File: config.mk
export PLATFORM = sky130hd
export DESIGN_NAME = frontend_top
export DESIGN_NICKNAME = d
export VERILOG_FILES = /design/src/rtl/isa_pkg.sv /design/src/rtl/cpu_types_pkg.sv /design/src/rtl/fetch_unit.sv /design/src/rtl/frontend_top.sv /design/src/rtl/id_stage.sv /design/src/rtl/if_id.sv /design/src/rtl/inst_decode.sv
export SDC_FILE = /design/constraint.sdc
export NUM_CORES = 1
export LEC_CHECK = 0
export BUFFER_PORTS_ARGS = -buffer_cell sky130_fd_sc_hd__buf_2
export CAP_MARGIN = 0
export CORE_ASPECT_RATIO = 0.9
export CORE_UTILIZATION = 54
export DETAILED_ROUTE_END_ITERATION = 12
export PLACE_DENSITY = 0.8
export SETUP_SLACK_MARGIN = 0.1
export SYNTH_ARGS = -nofsm -noshare
export SYNTH_HDL_FRONTEND = slang
export SYNTH_SLANG_ARGS = --single-unit
export TNS_END_PERCENT = 10
File: constraint.sdc
create_clock -name clk -period 5.6 [get_ports clk]
set_input_delay 0.56 -clock clk [delete_from_list [all_inputs] [get_ports clk]]
set_output_delay 0.56 -clock clk [all_outputs]
set_load 0.005 [all_outputs]
File: src/rtl/isa_pkg.sv
package isa_pkg;

	// bit positions inside a 32-bit instruction word
	localparam int OPCODE_HI = 31;
	localparam int OPCODE_LO = 26;
	localparam int RS_HI = 25;
	localparam int RS_LO = 21;
	localparam int RT_HI = 20;
	localparam int RT_LO = 16;
	localparam int RD_HI = 15;
	localparam int RD_LO = 11;
	localparam int FUNCT_HI = 5;
	localparam int FUNCT_LO = 0;

	// primary opcodes understood by the decoder
	localparam logic [5:0] OPC_SPECIAL = 6'h00;
	localparam logic [5:0] OPC_J = 6'h02;
	localparam logic [5:0] OPC_BEQ = 6'h04;
	localparam logic [5:0] OPC_ADDIU = 6'h09;
	localparam logic [5:0] OPC_LW = 6'h23;
	localparam logic [5:0] OPC_SW = 6'h2b;

	// funct values accepted under OPC_SPECIAL
	localparam logic [5:0] FN_ADDU = 6'h21;
	localparam logic [5:0] FN_SUBU = 6'h23;
	localparam logic [5:0] FN_AND = 6'h24;
	localparam logic [5:0] FN_OR = 6'h25;
	localparam logic [5:0] FN_XOR = 6'h26;
	localparam logic [5:0] FN_SLT = 6'h2a;

	typedef enum logic [2:0] {
		OP_ALU_R,
		OP_ADDIU,
		OP_LW,
		OP_SW,
		OP_BEQ,
		OP_J,
		OP_NOP,
		OP_INVALID
	} Opcode_t;

	typedef logic [4:0] RegIdx_t;

	// one decoded slot, 21 bits
	typedef struct packed {
		Opcode_t op;
		RegIdx_t rs;
		RegIdx_t rt;
		RegIdx_t dest;
		logic writes_reg;
		logic is_mem;
		logic is_branch;
	} DecodedInst_t;

	// source operands actually read by each class
	function automatic logic reads_rs(Opcode_t op);
		return op inside {OP_ALU_R, OP_ADDIU, OP_LW, OP_SW, OP_BEQ};
	endfunction

	function automatic logic reads_rt(Opcode_t op);
		return op inside {OP_ALU_R, OP_SW, OP_BEQ};
	endfunction

endpackage

File: src/rtl/cpu_types_pkg.sv
package cpu_types_pkg;

	// byte address and raw instruction word
	typedef logic [31:0] InstAddr_t;
	typedef logic [31:0] Inst_t;
	typedef logic Bit_t;

	// distance between two adjacent instruction words
	localparam InstAddr_t INST_BYTES = 32'd4;
	localparam InstAddr_t ZERO_ADDR = 32'd0;

	// two adjacent words as fetched
	// as the forward pair, inst2_taken tells whether slot 1 issued
	typedef struct packed {
		Inst_t inst1;
		Inst_t inst2;
		Bit_t inst2_taken;
	} InstPair_t;

	// stall levels from the back end
	typedef struct packed {
		Bit_t stall_if;
		Bit_t stall_id;
	} Stall_t;

	// only fetch misalignment can raise an exception here
	typedef struct packed {
		Bit_t valid;
		Bit_t fetch_misaligned;
	} ExceptInfo_t;

	// one lane of the issue bundle
	typedef struct packed {
		Bit_t valid;
		InstAddr_t pc;
		isa_pkg::DecodedInst_t dec;
	} IssueSlot_t;

endpackage

File: src/rtl/fetch_unit.sv
`timescale 1ns/1ps

module fetch_unit #(
	parameter cpu_types_pkg::InstAddr_t RESET_PC = 32'hbfc0_0000
) (
	input  logic                        clk,
	input  logic                        arst_n,
	input  cpu_types_pkg::Stall_t       stall,
	input  logic                        flush,
	input  cpu_types_pkg::InstAddr_t    flush_pc,
	input  cpu_types_pkg::InstPair_t    inst_pair_forward,
	output cpu_types_pkg::InstAddr_t    imem_addr,
	input  cpu_types_pkg::Inst_t        imem_rdata0,
	input  cpu_types_pkg::Inst_t        imem_rdata1,
	output cpu_types_pkg::InstAddr_t    if_pc,
	output cpu_types_pkg::InstPair_t    if_inst_pair,
	output cpu_types_pkg::ExceptInfo_t  if_except,
	output cpu_types_pkg::Bit_t         is_hard_reset
);
	import cpu_types_pkg::*;

	InstAddr_t pc_q;
	InstAddr_t pc_step;
	InstAddr_t flush_target;
	Bit_t hard_q;
	Bit_t misaligned_q;

	// two words consumed when slot 1 issued or ID held a bubble
	// otherwise the second word comes back as leftover, so only one step
	always_comb
	begin
		if (inst_pair_forward.inst2_taken || hard_q)
		begin
			pc_step = INST_BYTES << 1;
		end
		else
		begin
			pc_step = INST_BYTES;
		end
	end

	// low bits dropped, misalignment reported through if_except
	assign flush_target = {flush_pc[31:2], 2'b00};

	always_ff @(posedge clk or negedge arst_n)
	begin
		if (!arst_n)
		begin
			pc_q <= RESET_PC;
			hard_q <= 1'b1;
			misaligned_q <= 1'b0;
		end
		else if (flush)
		begin
			pc_q <= flush_target;
			hard_q <= 1'b1;
			misaligned_q <= |flush_pc[1:0];
		end
		else if (!stall.stall_if)
		begin
			pc_q <= pc_q + pc_step;
			hard_q <= 1'b0;
			misaligned_q <= 1'b0;
		end
	end

	// memory answers both words in the same cycle
	assign imem_addr = pc_q;
	assign if_pc = pc_q;
	assign if_inst_pair = '{inst1: imem_rdata0, inst2: imem_rdata1, inst2_taken: 1'b0};
	assign if_except = '{valid: misaligned_q, fetch_misaligned: misaligned_q};
	assign is_hard_reset = hard_q;

	// steps of 4 and 8 from an aligned start keep every fetch aligned
	a_fetch_aligned: assert property (@(posedge clk) disable iff (!arst_n)
		imem_addr[1:0] == 2'b00)
		else $error("fetch address %h not word aligned", imem_addr);

endmodule

File: src/rtl/frontend_top.sv
`timescale 1ns/1ps

module frontend_top #(
	parameter cpu_types_pkg::InstAddr_t RESET_PC = 32'hbfc0_0000
) (
	input  logic                        clk,
	input  logic                        arst_n,
	input  cpu_types_pkg::Stall_t       stall,
	input  logic                        flush,
	input  cpu_types_pkg::InstAddr_t    flush_pc,
	output cpu_types_pkg::InstAddr_t    imem_addr,
	input  cpu_types_pkg::Inst_t        imem_rdata0,
	input  cpu_types_pkg::Inst_t        imem_rdata1,
	output cpu_types_pkg::IssueSlot_t   issue0,
	output cpu_types_pkg::IssueSlot_t   issue1,
	output cpu_types_pkg::ExceptInfo_t  id_except
);
	import cpu_types_pkg::*;

	// IF side
	InstAddr_t if_pc;
	InstPair_t if_inst_pair;
	ExceptInfo_t if_except;
	Bit_t is_hard_reset;

	// ID side
	InstAddr_t id_pc;
	Bit_t set_empty_inst;
	Bit_t id_inst_left;
	InstPair_t id_inst_pair_new;
	InstPair_t id_inst_pair_old;

	// pairing decision fed back to IF/ID and fetch
	InstPair_t inst_pair_forward;

	fetch_unit #(
		.RESET_PC (RESET_PC)
	) u_fetch (
		.clk               (clk),
		.arst_n            (arst_n),
		.stall             (stall),
		.flush             (flush),
		.flush_pc          (flush_pc),
		.inst_pair_forward (inst_pair_forward),
		.imem_addr         (imem_addr),
		.imem_rdata0       (imem_rdata0),
		.imem_rdata1       (imem_rdata1),
		.if_pc             (if_pc),
		.if_inst_pair      (if_inst_pair),
		.if_except         (if_except),
		.is_hard_reset     (is_hard_reset)
	);

	if_id u_if_id (
		.clk               (clk),
		.arst_n            (arst_n),
		.if_pc             (if_pc),
		.if_inst_pair      (if_inst_pair),
		.if_except         (if_except),
		.is_hard_reset     (is_hard_reset),
		.inst_pair_forward (inst_pair_forward),
		.stall             (stall),
		.flush             (flush),
		.id_pc             (id_pc),
		.id_except         (id_except),
		.set_empty_inst    (set_empty_inst),
		.id_inst_left      (id_inst_left),
		.id_inst_pair_new  (id_inst_pair_new),
		.id_inst_pair_old  (id_inst_pair_old)
	);

	id_stage u_id (
		.id_pc             (id_pc),
		.id_except         (id_except),
		.set_empty_inst    (set_empty_inst),
		.id_inst_left      (id_inst_left),
		.id_inst_pair_new  (id_inst_pair_new),
		.id_inst_pair_old  (id_inst_pair_old),
		.inst_pair_forward (inst_pair_forward),
		.issue0            (issue0),
		.issue1            (issue1)
	);

endmodule

File: src/rtl/id_stage.sv
`timescale 1ns/1ps

module id_stage (
	input  cpu_types_pkg::InstAddr_t    id_pc,
	input  cpu_types_pkg::ExceptInfo_t  id_except,
	input  cpu_types_pkg::Bit_t         set_empty_inst,
	input  cpu_types_pkg::Bit_t         id_inst_left,
	input  cpu_types_pkg::InstPair_t    id_inst_pair_new,
	input  cpu_types_pkg::InstPair_t    id_inst_pair_old,
	output cpu_types_pkg::InstPair_t    inst_pair_forward,
	output cpu_types_pkg::IssueSlot_t   issue0,
	output cpu_types_pkg::IssueSlot_t   issue1
);
	import cpu_types_pkg::*;
	import isa_pkg::*;

	Inst_t slot0_inst;
	Inst_t slot1_inst;
	DecodedInst_t dec0;
	DecodedInst_t dec1;
	Bit_t raw_hazard;
	Bit_t mem_conflict;
	Bit_t pair_ok;

	// leftover word goes first and the first new word follows
	always_comb
	begin
		if (id_inst_left)
		begin
			slot0_inst = id_inst_pair_old.inst2;
			slot1_inst = id_inst_pair_new.inst1;
		end
		else
		begin
			slot0_inst = id_inst_pair_new.inst1;
			slot1_inst = id_inst_pair_new.inst2;
		end
	end

	inst_decode u_dec0 (
		.inst (slot0_inst),
		.dec  (dec0)
	);

	inst_decode u_dec1 (
		.inst (slot1_inst),
		.dec  (dec1)
	);

	// slot 1 reads what slot 0 writes in the same cycle
	assign raw_hazard = dec0.writes_reg &&
		((reads_rs(dec1.op) && dec1.rs == dec0.dest) ||
		(reads_rt(dec1.op) && dec1.rt == dec0.dest));

	// single memory port downstream
	assign mem_conflict = dec0.is_mem && dec1.is_mem;

	// control transfer and faults stay alone in slot 0
	assign pair_ok = !raw_hazard && !mem_conflict && !dec1.is_branch &&
		dec0.op != OP_INVALID && dec1.op != OP_INVALID && !id_except.valid;

	always_comb
	begin
		issue0.valid = !set_empty_inst;
		issue0.pc = id_pc;
		issue0.dec = dec0;
		issue1.valid = !set_empty_inst && pair_ok;
		issue1.pc = id_pc + INST_BYTES;
		issue1.dec = dec1;
		// a bubble consumed nothing and fetch moves a full pair ahead
		inst_pair_forward.inst1 = slot0_inst;
		inst_pair_forward.inst2 = slot1_inst;
		inst_pair_forward.inst2_taken = set_empty_inst || pair_ok;
	end

	// pc handed over by IF/ID, including the leftover minus 4 path
	always_comb
	begin
		if (!set_empty_inst)
		begin
			a_id_pc_aligned: assert (id_pc[1:0] == 2'b00)
				else $error("ID pc %h not word aligned", id_pc);
		end
	end

endmodule

File: src/rtl/if_id.sv
`timescale 1ns/1ps

module if_id (
	input  logic                        clk,
	input  logic                        arst_n,
	input  cpu_types_pkg::InstAddr_t    if_pc,
	input  cpu_types_pkg::InstPair_t    if_inst_pair,
	input  cpu_types_pkg::ExceptInfo_t  if_except,
	input  cpu_types_pkg::Bit_t         is_hard_reset,
	input  cpu_types_pkg::InstPair_t    inst_pair_forward,
	input  cpu_types_pkg::Stall_t       stall,
	input  logic                        flush,
	output cpu_types_pkg::InstAddr_t    id_pc,
	output cpu_types_pkg::ExceptInfo_t  id_except,
	output cpu_types_pkg::Bit_t         set_empty_inst,
	output cpu_types_pkg::Bit_t         id_inst_left,
	output cpu_types_pkg::InstPair_t    id_inst_pair_new,
	output cpu_types_pkg::InstPair_t    id_inst_pair_old
);
	import cpu_types_pkg::*;

	Bit_t bubble;
	Bit_t leftover;

	// ID moves on while IF cannot deliver or everything is thrown away
	assign bubble = flush || (stall.stall_if && !stall.stall_id);

	// second word of the current ID pair did not issue
	// after reset or flush there is nothing left over
	assign leftover = !inst_pair_forward.inst2_taken && !is_hard_reset;

	always_ff @(posedge clk or negedge arst_n)
	begin
		if (!arst_n)
		begin
			set_empty_inst <= 1'b1;
			id_inst_left <= 1'b0;
			id_pc <= ZERO_ADDR;
			id_except <= '0;
		end
		else if (bubble)
		begin
			set_empty_inst <= 1'b1;
			id_pc <= ZERO_ADDR;
			id_except <= '0;
		end
		else if (!stall.stall_if)
		begin
			set_empty_inst <= 1'b0;
			id_inst_left <= leftover;
			id_except <= if_except;
			// leftover word sits one slot before the new fetch pc
			id_pc <= leftover ? if_pc - INST_BYTES : if_pc;
		end
	end

	// new pair from IF and the pair ID just looked at
	// old pair supplies the leftover inst2
	always_ff @(posedge clk)
	begin
		if (!stall.stall_if)
		begin
			id_inst_pair_new <= if_inst_pair;
			id_inst_pair_old <= inst_pair_forward;
		end
	end

	// the first pair after a flush starts fresh with no leftover word
	a_flush_no_leftover: assert property (@(posedge clk) disable iff (!arst_n)
		flush ##1 (!flush && !stall.stall_if) |=> !id_inst_left)
		else $error("leftover word carried across a flush");

endmodule

File: src/rtl/inst_decode.sv
`timescale 1ns/1ps

module inst_decode (
	input  cpu_types_pkg::Inst_t   inst,
	output isa_pkg::DecodedInst_t  dec
);
	import isa_pkg::*;

	logic [5:0] opcode;
	logic [5:0] funct;
	RegIdx_t rs;
	RegIdx_t rt;
	RegIdx_t rd;
	RegIdx_t dest;
	Opcode_t op;

	// raw fields
	assign opcode = inst[OPCODE_HI:OPCODE_LO];
	assign funct = inst[FUNCT_HI:FUNCT_LO];
	assign rs = inst[RS_HI:RS_LO];
	assign rt = inst[RT_HI:RT_LO];
	assign rd = inst[RD_HI:RD_LO];

	// opcode class
	always_comb
	begin
		op = OP_INVALID;
		if (inst == '0)
		begin
			op = OP_NOP;
		end
		else
		begin
			case (opcode)
				OPC_SPECIAL:
				begin
					// only the listed R-type functs are supported
					case (funct)
						FN_ADDU, FN_SUBU, FN_AND, FN_OR, FN_XOR, FN_SLT: op = OP_ALU_R;
						default: op = OP_INVALID;
					endcase
				end
				OPC_ADDIU: op = OP_ADDIU;
				OPC_LW: op = OP_LW;
				OPC_SW: op = OP_SW;
				OPC_BEQ: op = OP_BEQ;
				OPC_J: op = OP_J;
				default: op = OP_INVALID;
			endcase
		end
	end

	// destination register
	// R-type writes rd, immediate and load forms write rt
	always_comb
	begin
		case (op)
			OP_ALU_R: dest = rd;
			OP_ADDIU, OP_LW: dest = rt;
			default: dest = '0;
		endcase
	end

	always_comb
	begin
		dec.op = op;
		dec.rs = rs;
		dec.rt = rt;
		dec.dest = dest;
		// writes to r0 are dropped
		dec.writes_reg = (dest != '0);
		dec.is_mem = op inside {OP_LW, OP_SW};
		dec.is_branch = op inside {OP_BEQ, OP_J};
	end

endmodule

Word-level counts from Yosys, hierarchy flattened --
Cells that the tools add are included.
Operators by class: reductions and logical operators 44, equality and inequality tests 38, add/sub/neg operators 3, mux-type cells 22, bitwise operators 2
Operators by type and width (count):
- 32-bit two-way mux | 7
- 6-bit == test (second input constant) | 16
- 32-bit zero test | 2
- 3-bit case mux with 6 select lines | 2
- 32-bit by 3-bit adder with 32-bit output (second input constant) | 1
- 32-bit adder | 1
- 32-bit by 3-bit subtractor with 32-bit output (second input constant) | 1
- 5-bit case mux with 2 select lines | 2
- 5-bit nonzero test | 3
- 3-bit by 2-bit == test with 1-bit output (second input constant) | 4
- 3-bit == test (second input constant) | 4
- 6-bit by 2-bit == test with 1-bit output (second input constant) | 2
- 6-bit by 3-bit == test with 1-bit output (second input constant) | 2
- 6-bit by 4-bit == test with 1-bit output (second input constant) | 2
- 1-bit logical AND | 12
- 6-bit zero test | 2
- 3-bit two-way mux | 4
- 6-bit OR reduction | 2
- 5-bit == test | 2
- 1-bit zero test | 8
- 2-bit nonzero test | 4
- 3-bit by 1-bit == test with 1-bit output (second input constant) | 2
- 3-bit zero test | 2
- 3-bit inequality test (second input constant) | 2
- other kinds (9) | 20
Word-level totals: input port bits 101, bits in registers 166, logic and storage cells 120, output and inout bits 142

Depth between registers and ports, before layout --
Gate-level depths: netlist of the first run.
depth in word-level cells 25, depth in mapped cells 24

Hierarchy --
From an unflattened synthesis of the first run, not the netlist that was laid out.
Unflattened totals: cells, all modules 1004, area total of the unflattened synthesis 11249.5 sq um
By module, submodules not included:
- if_id | cells an instance 337, sequential area each 4805.9 sq um, times used 1, area each 5893.2 sq um
- fetch_unit | cells an instance 317, sequential area each 813.3 sq um, times used 1, area each 2701.3 sq um
- id_stage | cells an instance 210, sequential area each 0.0 sq um, times used 1, area each 1741.7 sq um
- inst_decode | cells an instance 70, sequential area each 0.0 sq um, times used 2, area each 456.7 sq um

Least setup slack after synthesis of the first run --
No wires, ideal clock.
path kind register -> register, from register u_if_id.id_inst_left, to register u_fetch.pc_q[18] (netlist: u_fetch.if_pc[18]), data required time 5.517 ns, data arrival time 4.631 ns, setup slack 0.886 ns, library setup time 0.083 ns, period minus slack after synthesis 4.714 ns, cell stages (with the launch flop) 22, cells stage by stage dfrtp_1 > buf_6 > buf_4 > nor4_1 > o22ai_1 > nor2_1 > a32oi_1 > xnor2_1 > nor4_2 > a31oi_2 > a21oi_1 > ha_1 > inv_1 > fa_1 > nor2_1 > and2_1 > clkbuf_1 > and2_1 > nor2b_1 > nand3_1 > xor2_1 > o21ai_0
On the way: longest elaborated chain between the ends 25, elaborated cells on any way between the ends 77
Ends and longest elaborated chain:
- start, declared | RTL line if_id.sv:16 | output cpu_types_pkg::Bit_t id_inst_left,
- start signal, assigned | RTL line if_id.sv:50 | id_inst_left <= leftover;
- 32-bit two-way mux | RTL line id_stage.sv:28 | if (id_inst_left)
- 6-bit == test | RTL line inst_decode.sv:38 | case (funct)
- 6-bit OR reduction | RTL line inst_decode.sv:38
- 3-bit two-way mux | RTL line inst_decode.sv:38
- 3-bit case mux with 6 select lines | RTL line inst_decode.sv:34 | case (opcode)
- 3-bit two-way mux | RTL line inst_decode.sv:28 | if (inst == '0)
- 3-bit by 2-bit == test with 1-bit output / 3-bit by 1-bit == test with 1-bit output (equally long branches) | RTL line inst_decode.sv:57, inst_decode.sv:72
- 2-bit OR reduction | RTL line inst_decode.sv:57 | case (op)
- [... 6 more ...]
- 1-bit logical AND (3 in series) | RTL line id_stage.sv:59 | assign pair_ok = !raw_hazard && !mem_conflict && !dec1.is_branch &&
- 1-bit logical AND (*) (2 in series) | RTL line id_stage.sv:60 | dec0.op != OP_INVALID && dec1.op != OP_INVALID && !id_except.valid;
- 1-bit logical OR (*) | RTL line id_stage.sv:73 | inst_pair_forward.inst2_taken = set_empty_inst || pair_ok;
- 1-bit logical OR (*) | RTL line fetch_unit.sv:32 | if (inst_pair_forward.inst2_taken || hard_q)
- 4-bit two-way mux (*) | RTL line fetch_unit.sv:32
- 32-bit adder (*) | RTL line fetch_unit.sv:61 | pc_q <= pc_q + pc_step;
- 32-bit two-way mux (*) | RTL line fetch_unit.sv:59 | else if (!stall.stall_if)
- 32-bit two-way mux (*) | RTL line fetch_unit.sv:53 | else if (flush)
- end signal, assigned | RTL line fetch_unit.sv:55 | pc_q <= flush_target;
- end signal, assigned | RTL line fetch_unit.sv:61
- end, declared | RTL line fetch_unit.sv:22 | InstAddr_t pc_q;
Mark *: on every way between the ends. The rest lies on a longest branch, timed or not. The select of a mux whose other input is x is not followed. A chain may end at the register's enable or synchronous reset.

Worst setup path in the final report of the first run --
Ends and elaborated chain as after synthesis.

==> results of run 1 <==
## state kept, by name, summed over array words and instances, names as in the netlist
signal and count:
u_fetch.if_pc 30, u_fetch.is_hard_reset 1, u_fetch.misaligned_q 1, u_if_id.id_except 1
u_if_id.id_inst_left 1, u_if_id.id_inst_pair_new 64, u_if_id.id_inst_pair_old 32, u_if_id.id_pc 30
u_if_id.set_empty_inst 1
## power by group through the flow
| stage | Clock [mW] | Sequential, mW | Combinational, mW |
|---|---|---|---|
| detailed placement | 0 | 1.53 | 0.484 |
| finish | 1.13 | 1.52 | 0.502 |
| floorplan | 0 | 1.48 | 0.330 |
| global placement | 0 | 1.53 | 0.473 |
| CTS | 1.14 | 1.51 | 0.490 |
| global route | 1.19 | 1.53 | 0.548 |
## timing repair
item | 4_1_cts | 5_1_grt
endpoints found under the setup margin | 1 | 3
pin swaps | 0 | 2
buffers inserted | 0 | 1
gates resized for setup | 1 | 12
## kinds of logic after synthesis
logic type | count (synthesis) | share of synthesized area
mux | 72 | 0.0851
compound gates | 137 | 0.104
other cells | 1 | 0.000406
fa+ha+maj | 5 | 0.00759
flops | 161 | 0.490
xor+xnor | 79 | 0.0750
simple gates | 333 | 0.184
buf+inv | 95 | 0.0538
## critical path, stage by stage, from the launching register on
cell and delay (ps):
dfrtp_4 620, or3b_1 440, a222oi_1 560, a211oi_4 140, a32oi_2 300, xnor2_1 120, nor4_1 360, nand4_1 190
a21oi_1 210, buf_4 200, ha_1 170, inv_1 60, fa_1 380, nor2_1 120, and2_2 240, and2_1 200
nor2b_2 220, nand3_1 110, xor2_1 160, o21ai_0 180
## per-layer routing
layer,share of wire,vias up,track usage
met2,0.43,400,0.416
met3,0.093,29,0.0650
li1,-,3607,-
met5,0,-,0
met4,0.014,0,0.0724
met1,0.46,3759,0.441
## synthesized netlist by cell type (all sizes together) (7+ instances only)
| cell type | number |
|---|---|
| dfrtp | 54 |
| a211oi | 10 |
| nor4 | 19 |
| inv | 23 |
| xor2 | 25 |
| a21oi | 16 |
| mux2i | 20 |
| edfxtp | 96 |
| nand2 | 96 |
| or3 | 9 |
| nand3 | 35 |
| xnor2 | 54 |
| nand4 | 13 |
| and2 | 15 |
| nor3 | 34 |
| dfstp | 11 |
| nor4b | 7 |
| and3 | 17 |
| o21ai | 44 |
| a2111oi | 7 |
| nor2 | 53 |
| clkbuf | 30 |
| mux2 | 52 |
| a22oi | 14 |
| buf | 42 |
## layout by cell type (no fill, tap or decap), types with 7 or more instances in the layout
| cell | instances |
|---|---|
| a211oi_1 | 9 |
| a21oi_1 | 15 |
| a22oi_1 | 14 |
| and2_1 | 14 |
| and3_1 | 17 |
| buf_2 | 236 |
| buf_4 | 11 |
| clkbuf_16 | 17 |
| dfrtp_1 | 53 |
| dfstp_2 | 11 |
| edfxtp_1 | 96 |
| inv_1 | 22 |
| mux2_2 | 52 |
| mux2i_1 | 18 |
| nand2_1 | 96 |
| nand3_1 | 35 |
| nand4_1 | 13 |
| nor2_1 | 51 |
| nor3_1 | 34 |
| nor4_1 | 17 |
| nor4b_1 | 7 |
| o21ai_0 | 38 |
| or3_1 | 9 |
| xnor2_1 | 54 |
| xor2_1 | 25 |
## worst max path at each step
stage | from | endpoint | slack (ps) | cells after the start
floorplan | u_if_id.id_inst_left$_DFFE_PN0P_ | u_fetch.if_pc[18]$_DFFE_PN0N_ | 890 | 21
global placement | u_if_id.id_inst_left$_DFFE_PN0P_ | u_fetch.if_pc[18]$_DFFE_PN0N_ | 600 | 19
detailed placement | u_if_id.id_inst_left$_DFFE_PN0P_ | u_fetch.if_pc[18]$_DFFE_PN0N_ | 170 | 19
CTS | u_if_id.id_inst_left$_DFFE_PN0P_ | u_fetch.if_pc[18]$_DFFE_PN0N_ | 380 | 19
global route | u_if_id.id_inst_left$_DFFE_PN0P_ | u_fetch.if_pc[18]$_DFFE_PN0N_ | 160 | 19
finish | u_if_id.id_inst_left$_DFFE_PN0P_ | u_fetch.if_pc[18]$_DFFE_PN0N_ | 530 | 19
## through the flow
stage | worst slack (ps) | utilization | hold slack, ps | cells | cell area (um2)
3_3_place_gp | 599 | 0.632 | 516 | 1270 | 10400
2_1_floorplan | 886 | - | 264 | 888 | 9250
6_report | 535 | 0.672 | 305 | 1302 | 11000
4_1_cts | 376 | 0.667 | 295 | 1301 | 10900
5_1_grt | 164 | 0.672 | 285 | 1302 | 11000
3_5_place_dp | 166 | 0.632 | 530 | 1270 | 10400
## cell type report
type / instances / area, um2 / share of cell area
multi-input combinational: 632 / 4300 / 0.391
sequential: 161 / 4530 / 0.411
clock inverter: 14 / 141 / 0.0128
timing repair buffer: 248 / 1270 / 0.116
tap: 207 / 259 / 0.0235
inverter: 23 / 87.6 / 0.00795
clock buffer: 17 / 425 / 0.0386
==> impl_metrics.ini, run 1 <==
[status]
status = complete, no violations

[drt]
detail-route-antenna-nets = 0
firstDrtPassIters = 5
via_per_inst = 5.99
drc = 0
wl_per_cell_um = 19.3
vias = 7795
wirelength_um = 25200
initialDrtViolationCount = 796

[placed_design]
port_buffers = 236
post-dp-hpwl_um = 18300
place_congestion = 0.908

[synthesis]
synthCells = 883
synth_area_leaders = edfxtp_1 (31%), dfrtp_1 (15%), mux2_2 (6.3%), xnor2_1 (5.1%), nand2_1 (3.9%)
syn_area_um2 = 9230
ys.warnings.count = 0
synthFlopType = edfxtp_1
synth_area_leader_cell = edfxtp_1
synth_seq_cells = 161
synth-edff-count = 96
async_flop_share = 0.404
synth_top_area_frac = 0.312
ys_types = 70
yosysSeqAreaShare = 0.490
syn_area_per_cell_um2 = 10.5

[timing]
slew_violations = 0
rsz0062_at_grt = false
clock_skew_ps = 13.2
fin_crit_ps = 5070
hold_viol = 0
fmax_mhz = 197
fin_crit_sh = 0.905
setup_tns_ps = 0
timing.slew.headroom = 0.177
setup-violations-final = 0
tightest_slew_ps = 1230

[power_and_ir_drop]
pwr-share-seq = 0.481
pwr-share-comb = 0.159
leakage_nw = 4.54
p_sw_mw = 0.915
netSwitchingFraction = 0.290
p_total_mw = 3.15
vdd_drop_max_mv = 0.200
p_per_area_nw_per_um2 = 286
p_clk_frac = 0.360
intPower_mw = 2.24

[final_layout]
nets = 1189
num_antenna_cells = 0
fillers = 1295
drive_above_1_share = 0.341
syn_to_final_growth_pct = 19.4

[worst_hold_path]
whs_path_depth = 1
hold_end = u_if_id.id_inst_pair_new[54]$_DFFE_PN_
hold_class = primary input to flop
min-delay-start = imem_rdata0[21]

[cts]
cts-buffers-inserted = 17
cts_tree = built
cts_buffer_depth = 2
cts_hold_buf = 0
clk-insertion-delay-late_ps = 430
clk_pin_slew_ps = 70
clockRootBuffer = clkbuf_16
cts_sinks = 161
htreeDepth = 4

[global_route]
antenna_found_initial = 0
grt_max_degree = 97
grt_overflow = 0
grt_pass1_wl_um = 39300
track_usage = 0.290
grt_pass1_vias = 7125

[die]
row_count = 44
die_h_um = 126
die_w_um = 140
die_area_um2 = 17600
coreArea_um2 = 16400
start_util = 0.563
io-pin-count = 243

[worst_setup_path]
r2r_cells = 19
end_kind = flop
worst-path-max-fanout = 30
arrival_ps = 5400
r2r_start = u_if_id.id_inst_left$_DFFE_PN0P_
worst-setup-path-type = flop to flop
cp-start-kind = flop
required_ps = 5930
reg2reg_slack_ps = 530
worstReg2RegEnd = u_fetch.if_pc[18]$_DFFE_PN0N_

[run]
maxCapViolations = 0
(Power assumes the default switching activity.)
==> inputs of run 2 (changes only) <==
--- a/config.mk
+++ b/config.mk
@@ -5,11 +5,13 @@
 export SDC_FILE = /design/constraint.sdc
 export NUM_CORES = 1
 export LEC_CHECK = 0
+export ABC_AREA = 1
 export BUFFER_PORTS_ARGS = -buffer_cell sky130_fd_sc_hd__buf_2
 export CAP_MARGIN = 0
 export CORE_ASPECT_RATIO = 0.9
 export CORE_UTILIZATION = 54
 export DETAILED_ROUTE_END_ITERATION = 12
+export GPL_TIMING_DRIVEN = 0
 export PLACE_DENSITY = 0.8
 export SETUP_SLACK_MARGIN = 0.1
 export SYNTH_ARGS = -nofsm -noshare
==> impl_metrics.ini, run 2 <==
[die]
coreArea_um2 = 17700
die_w_um = 144
row_count = 46
io-pin-count = 243
die_area_um2 = 18700
start_util = 0.555
die_h_um = 130

[timing]
slew_violations = 0
clock_skew_ps = 14.4
setup_tns_ps = 0
fin_crit_sh = 0.976
tightest_slew_ps = 880
fin_crit_ps = 5470
setup-violations-final = 0
timing.slew.headroom = 0.413
hold_viol = 0
fmax_mhz = 183
rsz0062_at_grt = true

[worst_setup_path]
end_kind = flop
cp-start-kind = flop
critPathSlowestCell = dfrtp_2
worst-path-max-fanout = 6
cp.buffers_inverters = 5
reg2reg_slack_ps = 130
r2r_cells = 40
worst-setup-path-type = flop to flop
arrival_ps = 5760
cp_slowest_stage_delay_ps = 420
worstReg2RegEnd = u_fetch.if_pc[30]$_DFFE_PN0N_
critPathTopFamily = simple AND/OR/NAND/NOR gates
r2r_start = u_if_id.id_inst_left$_DFFE_PN0P_
required_ps = 5900

[placed_design]
placed_cells = 1731
port_buffers = 235
post-dp-hpwl_um = 22500
dpl-instance-area_um2 = 11300
place_congestion = 1.00

[synthesis]
yosysSeqAreaShare = 0.461
syn_area_um2 = 9810
async_flop_share = 0.404
ys.warnings.count = 0
synth_top_area_frac = 0.294
synthFlopType = edfxtp_1
yosys-top-cells-count = nand2_1 (391), inv_1 (139), nor2_1 (97)
synth_area_leaders = edfxtp_1 (29%), nand2_1 (15%), dfrtp_1 (14%), xor2_1 (5.6%), inv_1 (5.3%)
syn_area_per_cell_um2 = 7.85
synth-edff-count = 96
synth_seq_cells = 161
synth.most_common_cell = nand2_1
synth_area_leader_cell = edfxtp_1
ys_types = 44
synthCells = 1250

[final_layout]
nets = 1646
drive_above_1_share = 0.288
final_cell_mix = nand2_1 (370), buf_2 (237), inv_1 (135)
regMostFlops = u_if_id.id_inst_pair_new
fillers = 1404
final_common_cell = nand2_1
syn_to_final_growth_pct = 29.0
final_area_um2 = 12700
utilization = 0.716
top_regs = u_if_id.id_inst_pair_new x64, u_if_id.id_inst_pair_old x32
largest_reg_flops = 64
fin_cells = 1794

[drt]
initialDrtViolationCount = 993
wl_met2_um = 14000
wl_met1_um = 13400
detail-route-antenna-nets = 0
firstDrtPassIters = 6
highest_layer = met4
wirelength_um = 31600
vias = 9902
drc = 0
wl_per_cell_um = 17.6
via_per_inst = 5.52
dr_wl_met3_um = 3130

[cts]
clockRootBuffer = clkbuf_16
clk_pin_slew_ps = 80
cts_hold_buf = 0
cts_sinks = 161
cts_tree = built
cts_buffer_depth = 2
clk-insertion-delay-late_ps = 440
cts-buffers-inserted = 17
htreeDepth = 4

[power_and_ir_drop]
vdd_drop_max_mv = 0.218
p_total_mw = 3.50
p_per_area_nw_per_um2 = 277
leakage_nw = 6.18

[global_route]
grt_pass1_wl_um = 46800
antenna_found_initial = 0
track_usage = 0.331
grt_pass1_vias = 8817
grt_overflow = 0
grt_max_degree = 66

[run]
maxCapViolations = 0

[status]
status = complete, no violations

[worst_hold_path]
hold_class = primary input to async pin
## run 2: cell count changes in the layout (fill, tap and decap cells not counted), moves of 35 or more
cell     before  now
xor2_1       25   63
buf_4        11   62
nand3_1      35   70
inv_1        22  135
xnor2_1      54    9
mux2_2       52    0
nand4_1      13   56
nand2_1      96  370
## run 2: through the flow
stage / setup slack [ps] / hold WS (ps)
4_1_cts: 102 / 249
2_1_floorplan: 611 / 264
3_3_place_gp: -497 / 512
3_5_place_dp: -604 / 532
5_1_grt: -167 / 280
6_report: 135 / 201
## run 2: how the worst max path moves through the flow
stage / slack (ps) / end / cells past startpoint / startpoint
final: 130 / u_fetch.if_pc[30]$_DFFE_PN0N_ / 40 / u_if_id.id_inst_left$_DFFE_PN0P_
after global routing: -170 / u_fetch.if_pc[30]$_DFFE_PN0N_ / 40 / u_if_id.id_inst_left$_DFFE_PN0P_
after CTS: 100 / u_fetch.if_pc[30]$_DFFE_PN0N_ / 32 / u_if_id.id_inst_left$_DFFE_PN0P_
after detailed placement: -600 / u_fetch.if_pc[30]$_DFFE_PN0N_ / 32 / u_if_id.id_inst_left$_DFFE_PN0P_
after global placement: -500 / u_fetch.if_pc[30]$_DFFE_PN0N_ / 32 / u_if_id.id_inst_left$_DFFE_PN0P_
after floorplan: 610 / u_fetch.if_pc[30]$_DFFE_PN0N_ / 39 / u_if_id.id_inst_left$_DFFE_PN0P_
## run 2: repair_timing
action / CTS / global route
gates cloned: 0 / 3
buffers inserted: 11 / 16
endpoints found under the setup margin: 12 / 11
gates resized for setup: 46 / 95
pin swaps: 10 / 48
## run 2: logic make-up after synthesis
kind of cell | synth area share
and+or+nand+nor | 0.302
buffers and inverters | 0.104
DFF | 0.461
AOI/OAI and AO/OA | 0.0618
xor gates and xnor gates | 0.0643
adders and majority gates | 0.00714
other | 0.000382
## run 2: cell type report
class                      count  area, um2  area share
multi-input combinational    867       4670       0.369
sequential                   161       4520       0.358
timing repair buffer         266       1440       0.114
inverter                     148        568      0.0449
buffer                        79        519      0.0410
clock buffer                  18        429      0.0339
tap                          240        300      0.0237
clock inverter                14        193      0.0152
antenna                        1       2.50    0.000198
## run 2: power breakdown
part	switching, mW	total [mW]	internal [mW]	leakage [nW]
Sequential	0.0819	1.46	1.38	1.76
Clock	0.546	1.27	0.720	0.296
Combinational	0.490	0.781	0.291	4.12
Total	1.12	3.50	2.39	6.18
## run 2: routing by layer
layer / GRT usage / up-vias
met3: 0.0701 / 75
li1: - / 4662
met4: 0.105 / 0
met5: 0 / -
met1: 0.474 / 4572
met2: 0.502 / 593
